===== config.mk =====
export PLATFORM = sky130hd
export DESIGN_NAME = apb_delay_subsys
export DESIGN_NICKNAME = d
export VERILOG_FILES = /design/src/common/apb_pkg.sv /design/src/apb_requester.sv /design/src/apb_delayer/apb_delayer.sv /design/src/apb_sram_target.sv /design/src/apb_delay_subsys.sv
export VERILOG_INCLUDE_DIRS = /design/src /design/src/common
export SDC_FILE = /design/constraint.sdc
export NUM_CORES = 2
export LEC_CHECK = 0
export BUFFER_PORTS_ARGS = -buffer_cell sky130_fd_sc_hd__clkbuf_2
export CORE_AREA = 3 3 395 592
export DETAILED_ROUTE_END_ITERATION = 8
export DIE_AREA = 0 0 398 595
export PLACE_DENSITY_LB_ADDON = 0.05
export RECOVER_POWER = 100
export SETUP_SLACK_MARGIN = 0.5
export SYNTH_ARGS = -nofsm -noshare
export SYNTH_HDL_FRONTEND = slang
export SYNTH_SLANG_ARGS = --single-unit

===== constraint.sdc =====
create_clock -name clock -period 6.5 [get_ports clock]
set_input_delay 0 -clock clock [delete_from_list [all_inputs] [get_ports clock]]
set_output_delay 0 -clock clock [all_outputs]
set_load 0.01 [all_outputs]

===== src/common/apb_defines.svh =====
`ifndef APB_DEFINES_SVH
`define APB_DEFINES_SVH

// bus widths
`define APB_ADDR_W 32
`define APB_DATA_W 32
`define APB_STRB_W (`APB_DATA_W / 8)

// sram target, byte addresses from 4 * words upward are out of range
`define APB_SRAM_WORDS 64

// latency ratio in fixed point with APB_DELAY_FRAC_BITS fraction bits
`define APB_DELAY_FRAC_BITS 10
`define APB_DELAY_SCALE 2048     // x2, never below 1 << frac bits
`define APB_DELAY_CNT_W 32

// 1 stretches target responses, 0 turns the delayer into plain wiring
`define APB_DELAY_ENABLE 1

`endif


===== src/common/apb_pkg.sv =====
`include "apb_defines.svh"

package apb_pkg;

    // request side of an apb link, driven by the requester
    typedef struct packed {
        logic                    psel;
        logic                    penable;
        logic                    pwrite;
        logic [2:0]              pprot;
        logic [`APB_ADDR_W-1:0]  paddr;
        logic [`APB_DATA_W-1:0]  pwdata;
        logic [`APB_STRB_W-1:0]  pstrb;
    } apb_req_t;

    // response side, driven by the target
    typedef struct packed {
        logic                    pready;
        logic [`APB_DATA_W-1:0]  prdata;
        logic                    pslverr;
    } apb_rsp_t;

    // delayer FSM
    typedef enum logic [1:0] {
        st_idle    = 2'd0,    // no access phase seen yet
        st_active  = 2'd1,    // counting target wait cycles
        st_hold    = 2'd2,    // response latched, stretch running
        st_release = 2'd3     // upstream pready cycle
    } delay_state_t;

endpackage


===== src/apb_requester.sv =====
`timescale 1ns/1ps
`include "apb_defines.svh"

module apb_requester (
    input  logic                    clock,
    input  logic                    reset,
    input  logic                    cmd_valid,
    input  logic [`APB_ADDR_W-1:0]  cmd_addr,
    input  logic                    cmd_write,
    input  logic [`APB_DATA_W-1:0]  cmd_wdata,
    input  logic [`APB_STRB_W-1:0]  cmd_strb,
    output logic                    cmd_busy,
    output logic                    rsp_valid,
    output logic [`APB_DATA_W-1:0]  rsp_rdata,
    output logic                    rsp_slverr,
    output apb_pkg::apb_req_t       bus_req,
    input  apb_pkg::apb_rsp_t       bus_rsp
);

    typedef enum logic [1:0] {
        req_idle   = 2'd0,
        req_setup  = 2'd1,
        req_access = 2'd2
    } req_state_t;

    req_state_t              state;
    logic                    accept;
    logic                    done;
    logic [`APB_ADDR_W-1:0]  addr_q;
    logic                    write_q;
    logic [`APB_DATA_W-1:0]  wdata_q;
    logic [`APB_STRB_W-1:0]  strb_q;

    assign cmd_busy = (state != req_idle);
    assign accept   = cmd_valid & ~cmd_busy;    // strobes while busy are dropped
    assign done     = (state == req_access) & bus_rsp.pready;

    always_ff @(posedge clock) begin
        if (!reset) begin
            state     <= req_idle;
            rsp_valid <= 1'b0;
        end else begin
            rsp_valid <= done;
            case (state)
                req_idle: begin
                    if (accept) begin
                        state <= req_setup;
                    end
                end
                req_setup:  state <= req_access;
                req_access: begin
                    if (bus_rsp.pready) begin
                        state <= req_idle;
                    end
                end
                default:    state <= req_idle;
            endcase
        end
    end

    // command payload, held stable for setup and access
    always_ff @(posedge clock) begin
        if (accept) begin
            addr_q  <= cmd_addr;
            write_q <= cmd_write;
            wdata_q <= cmd_wdata;
            strb_q  <= cmd_strb;
        end
    end

    always_ff @(posedge clock) begin
        if (done) begin
            rsp_rdata  <= bus_rsp.prdata;
            rsp_slverr <= bus_rsp.pslverr;
        end
    end

    always_comb begin
        bus_req.psel    = (state != req_idle);
        bus_req.penable = (state == req_access);
        bus_req.pwrite  = write_q;
        bus_req.pprot   = 3'b000;    // normal, secure, data
        bus_req.paddr   = addr_q;
        bus_req.pwdata  = wdata_q;
        bus_req.pstrb   = strb_q;
    end

endmodule


===== src/apb_delayer/apb_delayer.sv =====
`timescale 1ns/1ps
`include "apb_defines.svh"

module apb_delayer (
    input  logic               clock,
    input  logic               reset,
    input  apb_pkg::apb_req_t  up_req,
    output apb_pkg::apb_rsp_t  up_rsp,
    output apb_pkg::apb_req_t  dn_req,
    input  apb_pkg::apb_rsp_t  dn_rsp
);

    localparam int CNT_W    = `APB_DELAY_CNT_W;
    localparam int PROD_W   = 2 * CNT_W;
    localparam bit SCALE_EN = (`APB_DELAY_ENABLE != 0);

    generate
        if (SCALE_EN) begin : gen_scale
            apb_pkg::delay_state_t   state;
            logic [CNT_W-1:0]        wait_cnt;       // downstream cycles with pready low
            logic [CNT_W-1:0]        hold_cnt;
            logic [PROD_W-1:0]       scaled_wait;
            logic [CNT_W-1:0]        hold_next;
            logic [`APB_DATA_W-1:0]  rdata_q;
            logic                    slverr_q;
            logic                    access;
            logic                    masked;
            logic                    release_cyc;

            assign access      = up_req.psel & up_req.penable;
            assign release_cyc = (state == apb_pkg::st_release);
            assign masked      = (state == apb_pkg::st_hold) | release_cyc;

            // extra cycles = floor(n * scale) - n, n itself is already spent
            assign scaled_wait = (PROD_W'(wait_cnt) * PROD_W'(`APB_DELAY_SCALE))
                                 >> `APB_DELAY_FRAC_BITS;
            assign hold_next   = scaled_wait[CNT_W-1:0] - wait_cnt;

            // the target has already answered, keep it from seeing the transfer again
            always_comb begin
                dn_req         = up_req;
                dn_req.psel    = up_req.psel & ~masked;
                dn_req.penable = up_req.penable & ~masked;
            end

            always_comb begin
                up_rsp.pready  = release_cyc;
                up_rsp.prdata  = release_cyc ? rdata_q : '0;
                up_rsp.pslverr = release_cyc & slverr_q;
            end

            always_ff @(posedge clock) begin
                if (!reset) begin
                    state    <= apb_pkg::st_idle;
                    wait_cnt <= '0;
                    hold_cnt <= '0;
                end else begin
                    case (state)
                        apb_pkg::st_idle, apb_pkg::st_active: begin
                            if (access) begin
                                if (dn_rsp.pready) begin
                                    wait_cnt <= '0;
                                    hold_cnt <= hold_next;
                                    if (hold_next == '0) begin
                                        state <= apb_pkg::st_release;
                                    end else begin
                                        state <= apb_pkg::st_hold;
                                    end
                                end else begin
                                    wait_cnt <= wait_cnt + 1'b1;
                                    state    <= apb_pkg::st_active;
                                end
                            end
                        end
                        apb_pkg::st_hold: begin
                            hold_cnt <= hold_cnt - 1'b1;
                            if (hold_cnt == CNT_W'(1)) begin
                                state <= apb_pkg::st_release;
                            end
                        end
                        apb_pkg::st_release: state <= apb_pkg::st_idle;
                        default:             state <= apb_pkg::st_idle;
                    endcase
                end
            end

            always_ff @(posedge clock) begin
                if (access & ~masked & dn_rsp.pready) begin
                    rdata_q  <= dn_rsp.prdata;
                    slverr_q <= dn_rsp.pslverr;
                end
            end
        end else begin : gen_bypass
            assign dn_req = up_req;
            assign up_rsp = dn_rsp;
        end
    endgenerate

endmodule


===== src/apb_sram_target.sv =====
`timescale 1ns/1ps
`include "apb_defines.svh"

module apb_sram_target (
    input  logic               clock,
    input  logic               reset,
    input  apb_pkg::apb_req_t  req,
    output apb_pkg::apb_rsp_t  rsp
);

    localparam int IDX_W = $clog2(`APB_SRAM_WORDS);

    logic [`APB_DATA_W-1:0]  mem [`APB_SRAM_WORDS];
    logic [2:0]              wait_cnt;
    logic [IDX_W-1:0]        idx;
    logic                    in_range;
    logic                    setup;
    logic                    access;
    logic                    done;

    assign setup    = req.psel & ~req.penable;
    assign access   = req.psel & req.penable;
    assign done     = access & (wait_cnt == 3'd0);
    assign idx      = req.paddr[IDX_W+1:2];
    assign in_range = (req.paddr[`APB_ADDR_W-1:IDX_W+2] == '0);

    // wait states come from address bits 4:2, loaded while in setup
    always_ff @(posedge clock) begin
        if (!reset) begin
            wait_cnt <= 3'd0;
        end else if (setup) begin
            wait_cnt <= req.paddr[4:2];
        end else if (access && wait_cnt != 3'd0) begin
            wait_cnt <= wait_cnt - 3'd1;
        end
    end

    always_ff @(posedge clock) begin
        if (done & req.pwrite & in_range) begin
            for (int b = 0; b < `APB_STRB_W; b++) begin
                if (req.pstrb[b]) begin
                    mem[idx][b*8 +: 8] <= req.pwdata[b*8 +: 8];
                end
            end
        end
    end

    always_comb begin
        rsp.pready  = done;
        rsp.pslverr = done & ~in_range;
        rsp.prdata  = (done & ~req.pwrite & in_range) ? mem[idx] : '0;    // writes read back zero
    end

endmodule


===== src/apb_delay_subsys.sv =====
`timescale 1ns/1ps
`include "apb_defines.svh"

module apb_delay_subsys (
    input  logic                    clock,
    input  logic                    reset,
    input  logic                    cmd_valid,
    input  logic [`APB_ADDR_W-1:0]  cmd_addr,
    input  logic                    cmd_write,
    input  logic [`APB_DATA_W-1:0]  cmd_wdata,
    input  logic [`APB_STRB_W-1:0]  cmd_strb,
    output logic                    cmd_busy,
    output logic                    rsp_valid,
    output logic [`APB_DATA_W-1:0]  rsp_rdata,
    output logic                    rsp_slverr
);

    apb_pkg::apb_req_t  up_req;
    apb_pkg::apb_rsp_t  up_rsp;
    apb_pkg::apb_req_t  dn_req;
    apb_pkg::apb_rsp_t  dn_rsp;

    apb_requester apb_requester_inst (
        .clock      (clock),
        .reset      (reset),
        .cmd_valid  (cmd_valid),
        .cmd_addr   (cmd_addr),
        .cmd_write  (cmd_write),
        .cmd_wdata  (cmd_wdata),
        .cmd_strb   (cmd_strb),
        .cmd_busy   (cmd_busy),
        .rsp_valid  (rsp_valid),
        .rsp_rdata  (rsp_rdata),
        .rsp_slverr (rsp_slverr),
        .bus_req    (up_req),
        .bus_rsp    (up_rsp)
    );

    apb_delayer apb_delayer_inst (
        .clock  (clock),
        .reset  (reset),
        .up_req (up_req),
        .up_rsp (up_rsp),
        .dn_req (dn_req),
        .dn_rsp (dn_rsp)
    );

    apb_sram_target apb_sram_target_inst (
        .clock (clock),
        .reset (reset),
        .req   (dn_req),
        .rsp   (dn_rsp)
    );

endmodule


==> results.json <==
{
  "wl_per_cell_microns": 33.5,
  "worst_slack_ns": 1.47,
  "clkSinkCount": 2253,
  "slew_violations": 2238,
  "grt_pass1_wl_microns": 395000,
  "drtIter0Drc": 4428,
  "cts_root_buf": "clkbuf_16",
  "antenna_found_initial": 15,
  "viasPerCell": 5.76,
  "synth.area.top_cells": "edfxtp_1 78%, a22oi_1 5.7%, a221oi_1 2.1%",
  "synth-main-ff-cell": "edfxtp_1",
  "tns_ns": 0,
  "numCtsBuffers": 227,
  "synth-warning-count": 0,
  "ir_drop_v": 0.000194,
  "worstHoldPathType": "in2reg",
  "io_buffers": 104,
  "path_clk_slew_ns": 0.06,
  "synth-seq-cells": 2253,
  "core-area_sq_mm": 0.229,
  "required_ns": 7.00,
  "fin_total_pwr_mw": 30.9,
  "syn_nets": 5174,
  "postSynthCellCount": 5037,
  "synth_edf_count": 2181,
  "grt_usage_pct": 23.6,
  "area_growth_pct": 14.9,
  "relSlewSlack_pct": -176,
  "die_x_microns": 398,
  "worstPathCellList": "nor3b_1 > nand2_1 > nor4_2 > nand2_2 > clkbuf_1 > nor2_1",
  "ys_types": 68,
  "hpwl_microns": 176000,
  "cts_max_path_buffers": 4,
  "setup_viol": 0,
  "dieArea_sq_mm": 0.237,
  "first_pass_iters": 6,
  "clk_latency_ns": 0.89,
  "grt_pass1_vias": 49360,
  "rsz0062_at_grt": "no",
  "leakage_nw": 29.5,
  "path_max_fanout": 41,
  "async_reset_ff_share_pct": 0,
  "tightest_slew_ns": 4.14,
  "gr-total-overflow": 0,
  "nets": 5437,
  "die_h_microns": 595,
  "layout_commonest_cell": "edfxtp_1",
  "drive_above_1_share_pct": 8.81,
  "fin_skew_ns": 0.0454,
  "gp_congestion": 0.828,
  "syn_area_sq_mm": 0.0844,
  "wirelength_microns": 286000,
  "yosys.area.top_type": "edfxtp_1",
  "period_share_pct": 77.3,
  "ant_nets": 0,
  "avgSynthCellArea_sq_um": 16.8,
  "path_class": "reg2reg",
  "synth_top_area_share_pct": 77.6,
  "crit_arrival_ns": 5.52,
  "violations": "max-capacitance violations, max-slew violations",
  "power_density_mw_per_mm2": 318,
  "hold_violations": 0,
  "cp_slowest_stage_delay_ns": 0.83,
  "grt_max_degree": 104,
  "synth-seq-area-share_pct": 79.3,
  "status": "finished, violations left",
  "initial_utilization_pct": 36.9,
  "vias": 49116,
  "tritoncts": "built",
  "slowest_stage": "nand2_2",
  "drc": 0,
  "top_level_ports": 107,
  "h-tree-depth": 4,
  "pre_cts_ws_ns": 1.62,
  "fin_crit_ns": 5.03,
  "start_kind": "flip-flop",
  "cap_violations": 39,
  "rows": 215,
  "cts-resized-gates": 0,
  "fmax_ghz": 0.199,
  "cts_setup_buffers": 0,
  "cp-end-kind": "flip-flop",
  "final_cell_mix": "2181 x edfxtp_1, 638 x a22oi_1, 377 x nor2_1, 231 x clkbuf_16, 217 x a31oi_1"
}
## synthesized netlist by cell type (12+ instances only)
| library cell | instances |
|---|---|
| clkbuf_1 | 252 |
| and3_1 | 43 |
| xnor2_1 | 49 |
| a22oi_1 | 638 |
| ha_1 | 65 |
| buf_1 | 79 |
| a22o_1 | 197 |
| a221oi_1 | 203 |
| o21ai_0 | 42 |
| nand3_1 | 41 |
| nand4_1 | 71 |
| a31oi_1 | 217 |
| xor2_1 | 12 |
| a21oi_1 | 121 |
| nor2_1 | 378 |
| nor3_1 | 20 |
| edfxtp_1 | 2181 |
| inv_1 | 50 |
| nor4_1 | 41 |
| dfxtp_1 | 72 |
| nand2_1 | 127 |
## cells by family (layout without fill, tap and decap cells)
logic type | Yosys count | in the layout | synth area share, %
other | 0 | 18 | 0
xor gates and xnor gates | 61 | 61 | 0.633
muxes | 1 | 1 | 0.0119
adders and majority gates | 65 | 65 | 0.963
AOI/OAI and AO/OA | 1490 | 1490 | 13.1
DFF | 2253 | 2253 | 79.3
and+or+nand+nor | 784 | 784 | 4.33
buffers and inverters | 383 | 820 | 1.70
## final timing paths
kind / startpoint / end / slack (ns) / cells after the start
max: apb_delayer_inst.gen_scale.state[1]$_SDFFE_PN0P_ / apb_sram_target_inst.mem[28][6]$_DFFE_PP_ / 1.47 / 6
min reg2reg: apb_delayer_inst.gen_scale.hold_cnt[7]$_SDFFE_PN0P_ / apb_delayer_inst.gen_scale.hold_cnt[7]$_SDFFE_PN0P_ / 0.48 / 2
max reg2reg: apb_delayer_inst.gen_scale.state[1]$_SDFFE_PN0P_ / apb_sram_target_inst.mem[28][6]$_DFFE_PP_ / 1.47 / 6
min: reset / apb_delayer_inst.gen_scale.hold_cnt[16]$_SDFFE_PN0P_ / 0.13 / 3
## worst max-delay path, delay by kind of cell, from the launching register on
family	cells	cell delay, ns
and+or+nand+nor	5	3.20
DFF	1	0.78
buffers and inverters	1	0.66
## layer usage
metal  GRT usage, %  up-vias  wire, microns  share of wire, %
met5              0        -             12            0.0042
met4           8.26        2          10100               3.5
met3           3.02      362          14400               5.0
met2           40.1     1583         143000                50
met1           31.2    25919         118000                41
li1               -    21250              -                 -
## state kept, by name, indices dropped and copies added, names as in the netlist
| register | flops |
|---|---|
| apb_sram_target_inst.mem | 2048 |
| apb_requester_inst.rsp_rdata | 32 |
| apb_requester_inst.wdata_q | 32 |
| apb_requester_inst.state | 2 |
| apb_requester_inst.strb_q | 4 |
| apb_requester_inst.addr_q | 30 |
| apb_requester_inst.write_q | 1 |
| apb_delayer_inst.gen_scale.rdata_q | 32 |
| apb_delayer_inst.gen_scale.slverr_q | 1 |
| apb_delayer_inst.gen_scale.state | 2 |
| apb_requester_inst.rsp_slverr | 1 |
| apb_delayer_inst.gen_scale.hold_cnt | 32 |
| apb_requester_inst.rsp_valid | 1 |
| apb_sram_target_inst.wait_cnt | 3 |
| apb_delayer_inst.gen_scale.wait_cnt | 32 |
## timing repair
| item | 4_1_cts | 5_1_grt |
|---|---|---|
| setup endpoints to repair | 0 | 0 |
| hold buffers | 137 | 0 |
| endpoints found under the hold margin | 127 | 0 |
## report_power, final
group / switching (mW) / internal [mW]
clock: 5.64 / 7.38
combinational: 1.25 / 0.440
sequential: 0.0594 / 16.1
total: 6.95 / 23.9
## stage by stage
stage | util, % | instances | hold WS (ns) | instance area (sq um)
floorplan | - | 5037 | 0.0989 | 84400
global placement | 38.8 | 7972 | 0.176 | 88700
finish | 42.4 | 8530 | 0.131 | 97100
CTS | 42.5 | 8512 | 0.0595 | 97300
detailed placement | 38.8 | 7972 | 0.179 | 88700
global route | 42.4 | 8515 | 0.112 | 97000
## layout make-up
class                   instances  area (sq um)
flip-flops and latches       2253         66900
well taps                    3038          3800
inverters                      52           195
clock buffers                 277          5950
clock inverters               126          1220
fillers                     20513        132000
multi-input cells            2401         16100
diodes                         18          45.0
repair buffers                365          2790
(Power assumes the default switching activity.)
